[src/rtl/ovi_pkg.sv]
package ovi_pkg;

  // data path widths
  localparam int VLEN      = 256;
  localparam int BEAT_W    = 512;
  localparam int NUM_VREGS = 8;

  localparam int SEQ_ID_W  = 34;
  localparam int SB_ID_W   = 5;
  localparam int STRIDE_W  = 64;

  typedef logic [VLEN-1:0]     vreg_t;
  typedef logic [BEAT_W-1:0]   beat_t;
  typedef logic [SEQ_ID_W-1:0] seq_id_t;
  typedef logic [SB_ID_W-1:0]  sb_id_t;
  typedef logic [2:0]          vreg_idx_t;
  typedef logic [10:0]         el_idx_t;
  typedef logic [5:0]          el_off_t;
  typedef logic [6:0]          el_cnt_t;
  typedef logic [STRIDE_W-1:0] stride_t;

  // 0..3 select 8, 16, 32 and 64 bit elements
  typedef logic [1:0]          eew_t;

  // load sequence id fields, sb id at bit 29 is not used here
  localparam int SEQ_VREG_LSB  = 0;
  localparam int SEQ_ELID_LSB  = 5;
  localparam int SEQ_ELOFF_LSB = 16;
  localparam int SEQ_ELCNT_LSB = 22;

  // major opcodes of vector loads and stores
  localparam logic [6:0] OPC_VLOAD  = 7'b0000111;
  localparam logic [6:0] OPC_VSTORE = 7'b0100111;

  // funct3 width codes, anything else is 64 bit
  localparam logic [2:0] WIDTH_E8  = 3'b000;
  localparam logic [2:0] WIDTH_E16 = 3'b101;
  localparam logic [2:0] WIDTH_E32 = 3'b110;

  typedef enum logic [1:0] {
    MEMOP_IDLE,
    MEMOP_ACTIVE,
    MEMOP_DRAIN
  } memop_state_t;

endpackage
[src/rtl/ovi_store_pack.sv]
`timescale 1ns/100ps

module ovi_store_pack #(
  parameter int STORE_CREDITS = 32,
  parameter int SB_DEPTH      = 8
) (
  input  logic           clk,
  input  logic           reset_n,
  input  logic           i_st_valid,
  input  ovi_pkg::vreg_t i_st_data,
  input  logic           i_st_last,
  input  logic           i_store_credit,
  output logic           o_st_ready,
  output logic           o_drained,
  output logic           o_store_valid,
  output ovi_pkg::beat_t o_store_data
);

  localparam int PTR_W  = $clog2(SB_DEPTH);
  localparam int CRED_W = $clog2(STORE_CREDITS + 1);

  ovi_pkg::vreg_t    sb_mem [SB_DEPTH];
  logic [PTR_W:0]    wptr;
  logic [PTR_W:0]    rptr;
  logic [PTR_W:0]    count;
  logic [PTR_W:0]    count_nxt;
  logic [PTR_W:0]    rd_num;
  logic [PTR_W-1:0]  rd_idx;
  logic [PTR_W-1:0]  rd_idx_nxt;
  logic [CRED_W-1:0] credits;
  logic              flush;
  logic              st_wr;
  logic              send_pair;
  logic              send_single;
  logic              send;

  // pointers carry a wrap bit so full and empty differ
  assign count      = wptr - rptr;
  assign o_st_ready = (count != (PTR_W+1)'(SB_DEPTH));
  assign o_drained  = (count == '0);
  assign st_wr      = i_st_valid && o_st_ready;

  assign rd_idx     = rptr[PTR_W-1:0];
  assign rd_idx_nxt = rd_idx + 1'b1;

  // a lone entry only goes out once the last register was written
  assign send_pair   = (count >= (PTR_W+1)'(2)) && (credits != '0);
  assign send_single = flush && (count == (PTR_W+1)'(1)) && (credits != '0);
  assign send        = send_pair || send_single;
  assign rd_num      = (PTR_W+1)'({send_pair, send_single});
  assign count_nxt   = count + (PTR_W+1)'(st_wr) - rd_num;

  always_ff @(posedge clk) begin
    if (st_wr)
      sb_mem[wptr[PTR_W-1:0]] <= i_st_data;
  end

  always_ff @(posedge clk) begin
    if (!reset_n) begin
      wptr          <= '0;
      rptr          <= '0;
      flush         <= 1'b0;
      o_store_valid <= 1'b0;
      credits       <= CRED_W'(STORE_CREDITS);
    end else begin
      if (st_wr)
        wptr <= wptr + 1'b1;
      rptr          <= rptr + rd_num;
      o_store_valid <= send;
      credits       <= credits - CRED_W'(send) + CRED_W'(i_store_credit);
      if (st_wr && i_st_last)
        flush <= 1'b1;
      else if (count_nxt == '0)
        flush <= 1'b0;
    end
  end

  // older entry in the low half, newer in the high half
  always_ff @(posedge clk) begin
    if (send) begin
      o_store_data[ovi_pkg::VLEN-1:0] <= sb_mem[rd_idx];
      o_store_data[ovi_pkg::BEAT_W-1:ovi_pkg::VLEN] <= send_pair ? sb_mem[rd_idx_nxt] : '0;
    end
  end

endmodule

[config.mk]
export PLATFORM = sky130hd
export DESIGN_NAME = ovi_store_pack
export DESIGN_NICKNAME = d
export VERILOG_FILES = /design/src/rtl/ovi_pkg.sv /design/src/rtl/ovi_store_pack.sv
export SDC_FILE = /design/constraint.sdc
export NUM_CORES = 2
export LEC_CHECK = 0
export BUFFER_PORTS_ARGS = -buffer_cell sky130_fd_sc_hd__buf_2
export CAP_MARGIN = 20
export CORE_ASPECT_RATIO = 0.8
export CORE_MARGIN = 2
export CORE_UTILIZATION = 30
export CTS_BUF_LIST = sky130_fd_sc_hd__clkbuf_4
export CTS_CLUSTER_DIAMETER = 120
export DETAILED_ROUTE_END_ITERATION = 8
export SYNTH_ARGS = -nofsm -noshare
export SYNTH_HDL_FRONTEND = slang
export SYNTH_SLANG_ARGS = --single-unit
[constraint.sdc]
create_clock -name clk -period 41.8 [get_ports clk]
set_clock_uncertainty 0.15 [all_clocks]
set_input_delay 8.36 -clock clk [delete_from_list [all_inputs] [get_ports clk]]
set_output_delay 8.36 -clock clk [all_outputs]
set_load 0.03 [all_outputs]
==> impl.org <==
** STA
- Static timing analysis puts the maximum clock frequency at 78.1 MHz.
- Setup repair after global routing left no endpoint under its margin.
- Final setup violation count :: 0
- For the pin with the worst max-slew slack, the measured transition is 1.06 ns.
- The worst pin sits at a relative slew slack of 29.3%.
- Final Cycle Share :: a little under a third
- In the post-route analysis, the smallest setup slack over all paths is 29.00 ns.
- Total count of max-transition violations in the final report :: 0
- For the finished layout, the period the worst path requires is 12.80 ns.
- Summed over all failing endpoints, the final setup total negative slack is 0 ns.
- Final hold violations :: 0

** Routing
- For this block, the routed nets add up to 288000 microns of wire.
- Using the TritonRoute via totals, the vias-per-cell ratio works out to 5.03.
- Total vias in the final route :: around 58000
- The count of nets left with antenna violations once routing finished came out at 0.
- Residual DRC count :: 0
- The first TritonRoute pass finished after 5 iterations.
- After the first detailed-routing iteration, the DRC count stood at about 5700.
- Wire per inst :: 24.8 microns

** Clocking
- For the worst-skew pair, the clock arrives at the later sink with an insertion delay of 1.52 ns.
- Clock tree from TritonCTS :: yes
- Buffer count from post-CTS setup fixing :: 0
- Buffers inserted to repair hold after CTS numbered 0.
- Inserted Clock Buffers :: 649
- Clk slew on worst S/H paths :: 0.07 ns
- Sinks on the clock net :: 2576
- The clock passes through at most 4 buffers.
- The H-tree was split into 6 levels.
- Clock root buffer :: sky130_fd_sc_hd__clkbuf_4
- In this run, post-CTS repair resized a total of 0 instances.

** Synth
- Syn Area/Cell :: 21.2 sq um
- Cell area after synthesis :: 0.108 sq mm
- Synth unique cells :: 42
- The number of nets in the synthesized netlist is between 5000 and 6000.
- The Yosys step of the flow raised 0 warnings.
- In this run, synthesis produced a sequential element count of around 2600.
- Gate count after technology mapping :: slightly above 5000
- Sequential element share of the synthesized area :: 71.3%

** Placed design
- At the end of routability-driven placement, the weighted congestion stood at 0.759.
- Number of buffers added on ports :: a little under 800
- Summed over all nets, the half-perimeter wirelength after detailed placement is 174000 microns.
- Pre-CTS setup slack :: about 29 ns
- Placed Cells :: 10424

** Worst hold path
- Min-delay worst type :: flip-flop to flip-flop

** Final layout
- After the last flow step, the layout net total stands at 6590.
- Fin cells :: 11590
- Post-synthesis to final-layout area growth :: 16.0%
- Fraction of layout instances using a drive strength above 1 :: 43.1%
- Final-layout fill cell count :: 33782

** Power
- Net switching power :: around 3.8 mW
- Combinational logic burns 38.5% of the power.
- P per Cell Area :: between 70 and 80 mW/mm^2
- Share of total power in sequential cells :: 39.9%
- Clock network power share :: 21.6%
- In this run switching power makes up 38.7% of total power.
- Across the VDD grid, the largest voltage drop is approximately 0.00018 V.
- For this design the static power due to leakage is 41.6 nW.
- The internal power of the cells totals roughly 6 mW.

** Floorplanning
- Die Footprint :: ~0.37 sq mm
- For this configuration, the core starts out at a cell density of 30.1%.
- approximately 780 I/O pins were placed.
- Measured along the x axis, the die boundary spans 676 microns.
- The floorplan has 197 rows.
- The die is between 500 and 600 microns tall.
- The floorplan step defined a core boundary enclosing approximately 0.36 sq mm.

** Setup path
- Data on the critical path is required at its endpoint by between 30 and 40 ns.
- Of all nets on the critical path, the largest fanout is a little under 50.
- The worst setup path is of the flip-flop to output pin kind.
- Kind of capture point of the worst setup path :: output pin
- CP Data Arrival Time :: 4.29 ns
- Startpoint kind of the worst setup timing path :: flip-flop

** GRT
- Entering global routing, the biggest net connects between 90 and 100 pins.
- Total global routing track utilization :: 15.3%
- First-pass GRT wire length :: 414000 microns
- Residual overflow from global routing :: 0
- Number of global-route vias before repair :: 61125
- Number of antenna violations at the first check in global routing :: 123

** Run
- Across the run, the number of max-cap violations was 0.

** Outcome
- The flow ran to the end, and the final reports show no timing, DRC or antenna violations.
-- worst max-delay path: stages (launching register included) --
cell and delay (ns):
sky130_fd_sc_hd__dfxtp_4 0.92, sky130_fd_sc_hd__inv_1 0.27, sky130_fd_sc_hd__ha_1 0.36, sky130_fd_sc_hd__a21o_1 0.19
sky130_fd_sc_hd__a21o_1 0.21, sky130_fd_sc_hd__xor2_1 0.20, sky130_fd_sc_hd__ha_1 0.22, sky130_fd_sc_hd__nor3b_1 0.19
sky130_fd_sc_hd__buf_2 0.23
-- registers in the layout, summed over array words and instances, names as in the netlist --
signal / count
wptr: 4
credits: 6
rptr: 4
sb_mem: 2048
o_store_valid: 1
flush: 1
o_store_data: 512
-- logic make-up after synthesis --
| family | synth area share [%] |
|---|---|
| flops | 71.3 |
| simple gates | 2.94 |
| compound gates | 2.18 |
| buf+inv | 1.86 |
| mux | 21.3 |
| xor+xnor | 0.0970 |
| fa+ha+maj | 0.340 |
-- stage by stage --
stage	util, %	cell area (sq um)	hold WS, ns	power (mW)
2_1_floorplan	-	108000	0.292	6.92
3_3_place_gp	32.6	117000	0.337	7.77
3_5_place_dp	32.6	117000	0.312	7.82
4_1_cts	34.9	125000	0.324	9.98
5_1_grt	34.9	126000	0.335	10.3
6_report	34.9	126000	0.329	9.82
-- cells in the mapped netlist --
master	number	area (sq um)
sky130_fd_sc_hd__nor3b_1	2	15.0
sky130_fd_sc_hd__xor2_1	5	43.8
sky130_fd_sc_hd__clkbuf_1	74	278
sky130_fd_sc_hd__a21o_2	1	8.76
sky130_fd_sc_hd__ha_1	23	288
sky130_fd_sc_hd__dfxtp_1	16	320
sky130_fd_sc_hd__nor2b_1	4	25.0
sky130_fd_sc_hd__a211o_1	1	8.76
sky130_fd_sc_hd__or2_2	1	6.26
sky130_fd_sc_hd__clkinv_1	1	3.75
sky130_fd_sc_hd__inv_2	1	3.75
sky130_fd_sc_hd__a21boi_0	1	7.51
sky130_fd_sc_hd__o21ai_0	3	15.0
sky130_fd_sc_hd__buf_1	7	26.3
sky130_fd_sc_hd__buf_2	188	941
sky130_fd_sc_hd__a21o_1	4	30.0
sky130_fd_sc_hd__nor3_1	5	25.0
sky130_fd_sc_hd__nand3_1	4	20.0
sky130_fd_sc_hd__nor2_1	3	11.3
sky130_fd_sc_hd__buf_4	43	323
sky130_fd_sc_hd__mux4_2	1024	23100
sky130_fd_sc_hd__and3_1	2	12.5
sky130_fd_sc_hd__inv_1	19	71.3
sky130_fd_sc_hd__o22ai_1	1	6.26
sky130_fd_sc_hd__and2_4	1	8.76
sky130_fd_sc_hd__nand3b_1	4	30.0
sky130_fd_sc_hd__nand4b_1	1	8.76
sky130_fd_sc_hd__edfxtp_1	2560	76900
sky130_fd_sc_hd__nor2_2	1	6.26
sky130_fd_sc_hd__xnor2_1	7	61.3
sky130_fd_sc_hd__and2_1	8	50.1
sky130_fd_sc_hd__nor4bb_1	1	10.0
sky130_fd_sc_hd__nand2_1	777	2920
sky130_fd_sc_hd__and4bb_1	1	12.5
sky130_fd_sc_hd__o311a_1	2	20.0
sky130_fd_sc_hd__nand2b_1	3	18.8
sky130_fd_sc_hd__a21oi_1	5	25.0
sky130_fd_sc_hd__a22o_1	256	2240
sky130_fd_sc_hd__buf_6	33	372
sky130_fd_sc_hd__nor4_1	1	6.26
sky130_fd_sc_hd__fa_1	4	80.1
sky130_fd_sc_hd__or3_1	1	6.26
-- final timing paths --
check	from	endpoint	slack [ns]	depth (start not counted)
hold / removal	flush$_SDFFE_PN0P_	flush$_SDFFE_PN0P_	0.33	2
setup / recovery	rptr[1]$_SDFF_PN0_	o_drained	29.00	8
hold reg to reg	flush$_SDFFE_PN0P_	flush$_SDFFE_PN0P_	0.33	2
setup reg to reg	rptr[0]$_SDFF_PN0_	o_store_data[106]$_DFFE_PN_	33.82	10
-- placed cells by master, fill, tap and decap left out, types with 4 or more instances in the layout --
| master | count |
|---|---|
| sky130_fd_sc_hd__clkinvlp_4 | 7 |
| sky130_fd_sc_hd__buf_12 | 5 |
| sky130_fd_sc_hd__a21oi_1 | 4 |
| sky130_fd_sc_hd__buf_4 | 114 |
| sky130_fd_sc_hd__clkbuf_4 | 893 |
| sky130_fd_sc_hd__inv_6 | 25 |
| sky130_fd_sc_hd__a21o_1 | 4 |
| sky130_fd_sc_hd__nand3b_1 | 4 |
| sky130_fd_sc_hd__clkinv_1 | 137 |
| sky130_fd_sc_hd__nor2b_1 | 4 |
| sky130_fd_sc_hd__dfxtp_1 | 13 |
| sky130_fd_sc_hd__bufinv_16 | 10 |
| sky130_fd_sc_hd__fa_1 | 4 |
| sky130_fd_sc_hd__inv_8 | 8 |
| sky130_fd_sc_hd__mux4_2 | 1024 |
| sky130_fd_sc_hd__and2_1 | 8 |
| sky130_fd_sc_hd__clkinv_8 | 6 |
| sky130_fd_sc_hd__buf_2 | 775 |
| sky130_fd_sc_hd__nor3_2 | 4 |
| sky130_fd_sc_hd__ha_1 | 22 |
| sky130_fd_sc_hd__nand2_1 | 777 |
| sky130_fd_sc_hd__xor2_1 | 5 |
| sky130_fd_sc_hd__a22o_1 | 256 |
| sky130_fd_sc_hd__nand3_1 | 4 |
| sky130_fd_sc_hd__clkinv_2 | 21 |
| sky130_fd_sc_hd__inv_1 | 19 |
| sky130_fd_sc_hd__diode_2 | 51 |
| sky130_fd_sc_hd__xnor2_1 | 7 |
| sky130_fd_sc_hd__edfxtp_1 | 2560 |
-- layer usage --
metal	vias up	GRT usage, %	routed length (microns)	share of wire [%]
li1	24414	-	-	-
met1	30761	19.6	116000	40
met2	2488	24.6	139000	48
met3	595	4.24	23100	8.0
met4	94	5.83	9190	3.2
met5	-	0	575	0.20
-- area by class of cell --
class	instances	area [sq um]	share of cell area, %
clock inverters	219	1440	1.14
well taps	4776	5980	4.76
diodes	51	128	0.102
clock buffers	893	6700	5.34
inverters	21	86.3	0.0687
repair buffers	897	4920	3.91
multi-input cells	2157	29200	23.2
flip-flops and latches	2576	77200	61.5
-- power groups by stage --
stage | clock network, mW | registers, mW | logic (mW)
after floorplan | 0 | 4.98 | 1.95
after global placement | 0 | 3.94 | 3.83
after detailed placement | 0 | 3.97 | 3.85
after CTS | 2.19 | 3.92 | 3.87
after global routing | 2.32 | 3.96 | 4.04
final | 2.12 | 3.92 | 3.78
(Power assumes the default switching activity.)
