===== src/rtl/ovi_pkg.sv =====
package ovi_pkg;

  // data path widths
  localparam int VLEN      = 256;
  localparam int BEAT_W    = 512;
  localparam int NUM_VREGS = 8;

  localparam int SEQ_ID_W  = 34;
  localparam int SB_ID_W   = 5;
  localparam int STRIDE_W  = 64;

  typedef logic [VLEN-1:0]     vreg_t;
  typedef logic [BEAT_W-1:0]   beat_t;
  typedef logic [SEQ_ID_W-1:0] seq_id_t;
  typedef logic [SB_ID_W-1:0]  sb_id_t;
  typedef logic [2:0]          vreg_idx_t;
  typedef logic [10:0]         el_idx_t;
  typedef logic [5:0]          el_off_t;
  typedef logic [6:0]          el_cnt_t;
  typedef logic [STRIDE_W-1:0] stride_t;

  // 0..3 select 8, 16, 32 and 64 bit elements
  typedef logic [1:0]          eew_t;

  // load sequence id fields, sb id at bit 29 is not used here
  localparam int SEQ_VREG_LSB  = 0;
  localparam int SEQ_ELID_LSB  = 5;
  localparam int SEQ_ELOFF_LSB = 16;
  localparam int SEQ_ELCNT_LSB = 22;

  // major opcodes of vector loads and stores
  localparam logic [6:0] OPC_VLOAD  = 7'b0000111;
  localparam logic [6:0] OPC_VSTORE = 7'b0100111;

  // funct3 width codes, anything else is 64 bit
  localparam logic [2:0] WIDTH_E8  = 3'b000;
  localparam logic [2:0] WIDTH_E16 = 3'b101;
  localparam logic [2:0] WIDTH_E32 = 3'b110;

  typedef enum logic [1:0] {
    MEMOP_IDLE,
    MEMOP_ACTIVE,
    MEMOP_DRAIN
  } memop_state_t;

endpackage

===== src/rtl/ovi_memop_ctrl.sv =====
`timescale 1ns/100ps

module ovi_memop_ctrl (
  input  logic             clk,
  input  logic             reset_n,
  input  logic             i_issue_valid,
  input  logic [31:0]      i_issue_inst,
  input  ovi_pkg::sb_id_t  i_issue_sb_id,
  input  ovi_pkg::stride_t i_issue_scalar_opnd,
  input  logic             i_memop_sync_end,
  input  logic             i_drained,
  output logic             o_issue_ready,
  output logic             o_memop_sync_start,
  output logic             o_completed_valid,
  output ovi_pkg::sb_id_t  o_completed_sb_id,
  output ovi_pkg::eew_t    o_eew,
  output ovi_pkg::stride_t o_stride
);

  ovi_pkg::memop_state_t state;
  ovi_pkg::eew_t         eew_dec;
  ovi_pkg::sb_id_t       sb_id_q;
  logic [6:0]            opcode;
  logic [2:0]            funct3;
  logic                  is_memop;
  logic                  accept;
  logic                  is_store;
  logic                  done;

  assign opcode   = i_issue_inst[6:0];
  assign funct3   = i_issue_inst[14:12];
  assign is_memop = (opcode == ovi_pkg::OPC_VLOAD) || (opcode == ovi_pkg::OPC_VSTORE);

  // one memory op at a time
  assign o_issue_ready = (state == ovi_pkg::MEMOP_IDLE);
  assign accept        = i_issue_valid && o_issue_ready && is_memop;

  always_comb begin
    case (funct3)
      ovi_pkg::WIDTH_E8:  eew_dec = 2'd0;
      ovi_pkg::WIDTH_E16: eew_dec = 2'd1;
      ovi_pkg::WIDTH_E32: eew_dec = 2'd2;
      default:            eew_dec = 2'd3;
    endcase
  end

  // loads finish on sync end, stores also need an empty store buffer
  always_comb begin
    case (state)
      ovi_pkg::MEMOP_ACTIVE: done = i_memop_sync_end && (!is_store || i_drained);
      ovi_pkg::MEMOP_DRAIN:  done = i_drained;
      default:               done = 1'b0;
    endcase
  end

  always_ff @(posedge clk) begin
    if (!reset_n) begin
      state              <= ovi_pkg::MEMOP_IDLE;
      o_memop_sync_start <= 1'b0;
      o_completed_valid  <= 1'b0;
    end else begin
      o_memop_sync_start <= accept;
      o_completed_valid  <= done;
      case (state)
        ovi_pkg::MEMOP_IDLE: begin
          if (accept)
            state <= ovi_pkg::MEMOP_ACTIVE;
        end
        ovi_pkg::MEMOP_ACTIVE: begin
          if (done)
            state <= ovi_pkg::MEMOP_IDLE;
          else if (i_memop_sync_end)
            state <= ovi_pkg::MEMOP_DRAIN;
        end
        ovi_pkg::MEMOP_DRAIN: begin
          if (done)
            state <= ovi_pkg::MEMOP_IDLE;
        end
        default: state <= ovi_pkg::MEMOP_IDLE;
      endcase
    end
  end

  // op attributes, held until the next accepted issue
  always_ff @(posedge clk) begin
    if (!reset_n) begin
      is_store <= 1'b0;
      o_eew    <= '0;
      o_stride <= '0;
    end else if (accept) begin
      is_store <= (opcode == ovi_pkg::OPC_VSTORE);
      o_eew    <= eew_dec;
      o_stride <= i_issue_scalar_opnd;
    end
  end

  always_ff @(posedge clk) begin
    if (accept)
      sb_id_q <= i_issue_sb_id;
  end

  assign o_completed_sb_id = sb_id_q;

endmodule


===== config.mk =====
export PLATFORM = sky130hd
export DESIGN_NAME = ovi_memop_ctrl
export DESIGN_NICKNAME = d
export VERILOG_FILES = /design/src/rtl/ovi_pkg.sv /design/src/rtl/ovi_memop_ctrl.sv
export SDC_FILE = /design/constraint.sdc
export NUM_CORES = 1
export LEC_CHECK = 0
export ABC_CLOCK_PERIOD_IN_PS = 4840
export BUFFER_PORTS_ARGS = -buffer_cell sky130_fd_sc_hd__buf_2
export CORE_MARGIN = 2
export CORE_UTILIZATION = 25
export CTS_BUF_LIST = sky130_fd_sc_hd__clkbuf_4
export DETAILED_ROUTE_END_ITERATION = 10
export SLEW_MARGIN = 15
export SYNTH_ARGS = -nofsm -noshare
export SYNTH_HDL_FRONTEND = slang
export SYNTH_SLANG_ARGS = --single-unit

===== constraint.sdc =====
create_clock -name clk -period 4.84 [get_ports clk]
set_input_delay 0.484 -clock clk [delete_from_list [all_inputs] [get_ports clk]]
set_output_delay 0.484 -clock clk [all_outputs]
set_load 0.02 [all_outputs]

==> results.toml, run 1 <==
[logic_synthesis]
ys_ff_latch = 76
synthMuxAreaShare_pct = 0
synth-main-ff-cell = "dfxtp_1"
yosysUniqueCellTypes = 31
syn_inst = 333
yosys.area_share.simple_pct = 20.61
synth_top_family_by_area = "simple AND/OR/NAND/NOR gates"
synth_fa_ha_area_share_pct = 1.262
synth_edf_count = 5
synth_seq_area_share_pct = 52.82
synth_xor_area_share_pct = 0.5887
syn_area_per_cell_sq_um = 8.935
syn_nets = 442
ys_warn_count = 0
synth-compound-area-share_pct = 18.50
async_reset_ff_share_pct = 0
syn_area_sq_um = 2975

[timing]
layout_worst_path_cycle_share_pct = 46.49
clock_skew_ns = 0.01131
worstMarginPinSlew_ns = 1.048
rsz0062_at_grt = "no"
maxSlewHeadroom_pct = 30.15
max_freq_mhz = 444.4
slew_violations = 0
finalHoldViolations = 0
finalSetupViolCount = 0
period_minus_slack_ns = 2.250
tns_ns = 0

[cts]
max-clock-path-buffers = 2
postCtsHoldBufs = 0
ctsResizeCount = 0
clock_latency_ns = 0.45
cts_tree = "built"
cts_root_buf = "clkbuf_4"
clk_pin_slew_worst_paths_ns = 0.12
cts_buffers = 9
clock-sinks = 76
htree_levels = 3
cts_setup_buffers = 0

[min_path]
hold_path.class = "in -> reg"

[floorplan]
core_area_sq_um = 11520
core.rowCount = 39
die_x_um = 113.1
die_y_um = 113.1
io-pin-count = 180
die-area_sq_um = 12790
initial_core_util_pct = 25.84

[detailed_routing]
first_pass_iters = 7
vias = 2714
wl_per_cell_um = 11.75
drt-total-wl_um = 7366
drt_iter0_markers = 119
vias_per_cell = 4.329
drc = 11
ant_nets = 0

[finish]
antenna_cells = 0
fillers = 1203
mostFrequentLayoutCells = "157 x buf_2, 131 x nand2_1, 71 x dfxtp_1"
stdcell_count = 627
final_layout_size_suffix_gt1_share_pct = 36.36
final_common_cell = "buf_2"
syn2layout_area_growth_pct = 31.12
finalNetCount = 588
final_cell_area_sq_um = 3901

[critical_path]
cp-end-kind = "register"
worst_ep_required_time_ns = 5.21
worst-path-max-fanout = 50
arrival_ns = 2.62
crit_path_start_kind = "register"
worstSetupPathType = "reg -> reg"

[power]
p_leak_nw = 1.693
report.power.total_mw = 1.039
irDropWorstVdd_mv = 0.1185
p_per_area_nw_per_um2 = 266.2

[global_route]
grt_antenna_before_repair = 0
grt_max_degree = 75
grt_pass1_wl_um = 11940
grt-ovfl-total = 0
grt.met3_usage_pct = 4.392
grt_usage_pct = 11.94
top_usage_layer = "met2"
grt_pass1_vias = 2581
met1_usage_pct = 13.67
grtUsageMet2_pct = 19.08

[place]
place_area_sq_um = 3790
io_buffers = 157
dp_hpwl_um = 5089
dp_cells = 611
place_congestion = 0.6916

[outcome]
status = "complete, but fails checks"
violations = "DRC"

[job]
max-cap-violations = 0
per-layer routing:
layer,part of all wire (%),routed length (um),up-vias
met5,0,0,-
met4,2.6,191,0
met3,9.3,688,14
met1,44,3206,1226
li1,-,-,1374
met2,45,3280,100
final cells by class:
cell class	count	area (sq um)	area share, %
repair buffers	158	793.3	20.33
inverters	4	27.53	0.7056
well taps	143	178.9	4.586
clock buffers	13	97.59	2.502
clock inverters	3	13.76	0.3528
multi-input cells	230	1219	31.24
flip-flops and latches	76	1572	40.28
cell families (layout without fill, tap and decap cells):
family	Yosys count	after routing
compound gates	74	74
simple gates	151	151
flops	76	76
fa+ha+maj	3	3
xor+xnor	2	2
buf+inv	27	178
worst max-delay path, cell delays in order (launching register included):
cell	delay (ns)
dfxtp_1	0.38
inv_1	0.07
ha_1	0.28
nand4b_1	0.14
or2_2	0.42
buf_4	0.56
nand2_1	0.12
a21boi_0	0.19
power by group:
part	switching [mW]	leakage, nW	internal, mW	total (mW)
registers	0.00116	0.617	0.634	0.635
clock network	0.215	0.0692	0.126	0.341
logic	0.0264	1.01	0.0360	0.0624
through the flow:
| stage | setup slack [ns] | util [%] | hold slack (ns) |
|---|---|---|---|
| 6_report | 2.590 | 33.88 | 0.2141 |
| 5_1_grt | 2.327 | 33.88 | 0.1647 |
| 4_1_cts | 2.526 | 33.88 | 0.1599 |
| 3_5_place_dp | 2.580 | 32.91 | 0.4593 |
| 3_3_place_gp | 2.644 | 32.91 | 0.4518 |
| 2_1_floorplan | 3.129 | - | 0.4526 |
synthesized netlist by cell type (2+ instances only):
master / number / area share (%)
a21boi_0: 65 / 16
clkbuf_1: 12 / 1.5
nor2b_1: 2 / 0.42
ha_1: 3 / 1.3
xor2_1: 2 / 0.59
inv_1: 3 / 0.38
nor3b_1: 2 / 0.50
buf_6: 6 / 2.3
dfxtp_1: 71 / 48
o21ai_0: 2 / 0.34
edfxtp_1: 5 / 5.0
and2_1: 2 / 0.42
a21oi_1: 2 / 0.34
buf_2: 2 / 0.34
nand2_1: 131 / 17
nor3_1: 4 / 0.67
buf_4: 2 / 0.50
nor2_1: 4 / 0.50
registers in the layout, indices dropped and copies added (netlist names):
name,flops
o_stride,64
is_store,1
o_completed_valid,1
o_completed_sb_id,5
o_memop_sync_start,1
state,2
o_eew,2
final timing paths:
path	start	slack [ns]	depth (start not counted)	endpoint
max	state[0]$_SDFFE_PN0P_	2.59	7	o_stride[39]$_SDFFE_PN0P_
min	i_issue_sb_id[1]	0.21	1	o_completed_sb_id[1]$_DFFE_PP_
max reg2reg	state[0]$_SDFFE_PN0P_	2.59	7	o_stride[39]$_SDFFE_PN0P_
min reg2reg	o_stride[42]$_SDFFE_PN0P_	0.47	2	o_stride[42]$_SDFFE_PN0P_
(Power assumes the default switching activity.)
==> run 2, diff against run 1 <==
ABC_AREA = 1   (was default)
ABC_CLOCK_PERIOD_IN_PS = 2200   (was 4840)
clock period = 2.2 ns   (was 4.84 ns; I/O delays follow)
==> run 2 against run 1 <==
- the run now ends clean
- final cell count grew 7.3%
- combinational power grew to 6.2 times the previous value
- synthesized cell count is 3.6% higher
- routed wire length grew 2.5%
- clock power rose to 3.1 times the previous value
- critical endpoint is now o_stride[46]$_SDFFE_PN0P_
- largest power group unchanged
==> results.toml, run 2 <==
[outcome]
status = "finished, final reports clean"

[floorplan]
die_y_um = 109.5
initial_core_util_pct = 25.68
core.rowCount = 38
core_area_sq_um = 10840
die-area_sq_um = 12000
io-pin-count = 180
die_x_um = 109.5

[place]
io_buffers = 157
dp_cells = 626
place_congestion = 0.7224
place_area_sq_um = 3659
dp_hpwl_um = 5194

[power]
p_leak_nw = 1.976
p_per_area_nw_per_um2 = 694.0
irDropWorstVdd_mv = 0.2549

[global_route]
grt_usage_pct = 12.45
grt_pass1_wl_um = 11590
grt_max_degree = 68
grt_antenna_before_repair = 0
grt-ovfl-total = 0
grt_pass1_vias = 2582

[timing]
max_freq_mhz = 567.0
worstMarginPinSlew_ns = 0.3261
period_minus_slack_ns = 1.764
clock_skew_ns = 0.004747
finalSetupViolCount = 0
slew_violations = 0
maxSlewHeadroom_pct = 78.26
finalHoldViolations = 0
rsz0062_at_grt = "no"
layout_worst_path_cycle_share_pct = 80.16
tns_ns = 0

[logic_synthesis]
syn_inst = 345
ys_ff_latch = 76
synth_seq_area_share_pct = 56.45
synth_edf_count = 5
synthTopCellsByCount = "142 x nor2_1, 71 x dfxtp_1, 40 x o21ai_1"
yosysTopAreaCellShare_pct = 51.06
syn_area_per_cell_sq_um = 8.069
yosysMostFrequentCell = "nor2_1"
syn_nets = 454
synth.area.top_cells = "dfxtp_1 51%, nor2_1 19%, o21ai_1 7.2%"
yosysTopAreaCell = "dfxtp_1"
synth-main-ff-cell = "dfxtp_1"
ys_warn_count = 0
async_reset_ff_share_pct = 0
yosysUniqueCellTypes = 19
syn_area_sq_um = 2784

[detailed_routing]
drt-total-wl_um = 7553
ant_nets = 0
drt_iter0_markers = 119
wl_per_cell_um = 11.22
vias_per_cell = 4.224
first_pass_iters = 4
drc = 0
vias = 2843

[finish]
fillers = 1131
multi_input_area_sq_um = 1013
seq_area_sq_um = 1572
final_common_cell = "buf_2"
final_cell_area_sq_um = 4151
final_layout_size_suffix_gt1_share_pct = 33.96
largest_reg_flops = 64
top_register = "o_stride"
syn2layout_area_growth_pct = 49.12
fin_util_pct = 38.30
mostFrequentLayoutCells = "157 x buf_2, 142 x nor2_1, 71 x dfxtp_1"
finalNetCount = 637
antenna_cells = 0
stdcell_count = 673

[critical_path]
crit_path_start_kind = "register"
worst-path-max-fanout = 21
arrival_ns = 2.08
worstSetupStartpoint = "state[0]$_SDFFE_PN0P_"
reg2reg_depth = 9
rr_startpoint = "state[0]$_SDFFE_PN0P_"
worst_ep_required_time_ns = 2.52
r2r_end = "o_stride[46]$_SDFFE_PN0P_"
worstSetupPathType = "reg -> reg"
cp-end-kind = "register"
reg2reg_slack_ns = 0.44

[cts]
cts_buffers = 9
clk_pin_slew_worst_paths_ns = 0.12
cts_root_buf = "clkbuf_4"
cts_tree = "built"
max-clock-path-buffers = 2
htree_levels = 3
clock_latency_ns = 0.42
clock-sinks = 76

[job]
max-cap-violations = 0

[min_path]
worstHoldStart = "i_issue_inst[5]"
hold_path.class = "in -> reg"
holdPathEnd = "is_store$_SDFFE_PN0P_"
whs_path_depth = 3
## run 2: cell types whose count changed after synthesis, sizes merged, moves of 3 or more
cell and delta:
nand2 -116, clkbuf -3, nor3 -3, o21ai +65, inv +9, nor2 +138
a21boi -65
## run 2: cells by family (layout without fill, tap and decap cells)
logic type               count (synthesis)  in the layout  synth area share, %
AND/OR/NAND/NOR                        162            162                22.20
AO/OA/AOI/OAI                           70             70                12.85
flip-flops                              76             76                56.45
adder cells (fa/ha/maj)                  3              3                1.348
buffers and inverters                   34            222                7.146
## run 2: how the worst max path moves through the flow
stage | depth (start not counted) | end | slack (ns)
detailed placement | 9 | o_stride[25]$_SDFFE_PN0P_ | 0.41
finish | 9 | o_stride[46]$_SDFFE_PN0P_ | 0.44
global route | 9 | o_stride[30]$_SDFFE_PN0P_ | 0.25
floorplan | 7 | o_completed_sb_id[0]$_DFFE_PP_ | 0.66
CTS | 9 | o_stride[33]$_SDFFE_PN0P_ | 0.40
global placement | 9 | o_stride[45]$_SDFFE_PN0P_ | 0.48
## run 2: area by class of cell
cell class	count	area share, %
sequential	76	37.85
timing repair buffer	193	27.91
multi-input combinational	235	24.41
tap	140	4.219
clock inverter	7	2.773
clock buffer	9	1.627
inverter	13	1.206
## run 2: where the power goes
part / internal (mW) / switching (mW)
Clock: 0.571 / 0.493
Combinational: 0.183 / 0.202
Sequential: 1.42 / 0.0161
Total: 2.17 / 0.711
## run 2: critical path, stage by stage, from the launching register on
cell and delay, ns:
dfxtp_1 0.38, inv_1 0.08, ha_1 0.25, nand2_1 0.07
nor2_1 0.05, nand2_2 0.09, clkinv_2 0.26, buf_4 0.31
nor2_1 0.11, nor2_1 0.05
## run 2: metrics by stage
step	worst slack, ns	hold slack (ns)	total power [mW]
4_1_cts	0.3953	0.0001545	2.941
6_report	0.4364	0.04138	2.881
2_1_floorplan	0.6559	0.3189	1.678
3_5_place_dp	0.4070	0.4052	1.812
5_1_grt	0.2535	0.02412	3.036
3_3_place_gp	0.4803	0.4006	1.798
## run 2: timing repair
| action | in CTS | in global routing |
|---|---|---|
| gates resized for setup | 0 | 0 |
| hold buffers | 31 | 0 |
| hold endpoints to repair | 31 | 0 |
| setup buffers | 0 | 0 |
## run 2: routing by layer
layer / track usage [%] / wire, um / up-vias
li1: - / - / 1466
met1: 13.21 / 3151 / 1263
met2: 21.74 / 3623 / 100
met3: 4.090 / 605 / 14
met4: 6.781 / 172 / 0
met5: 0 / 0 / -
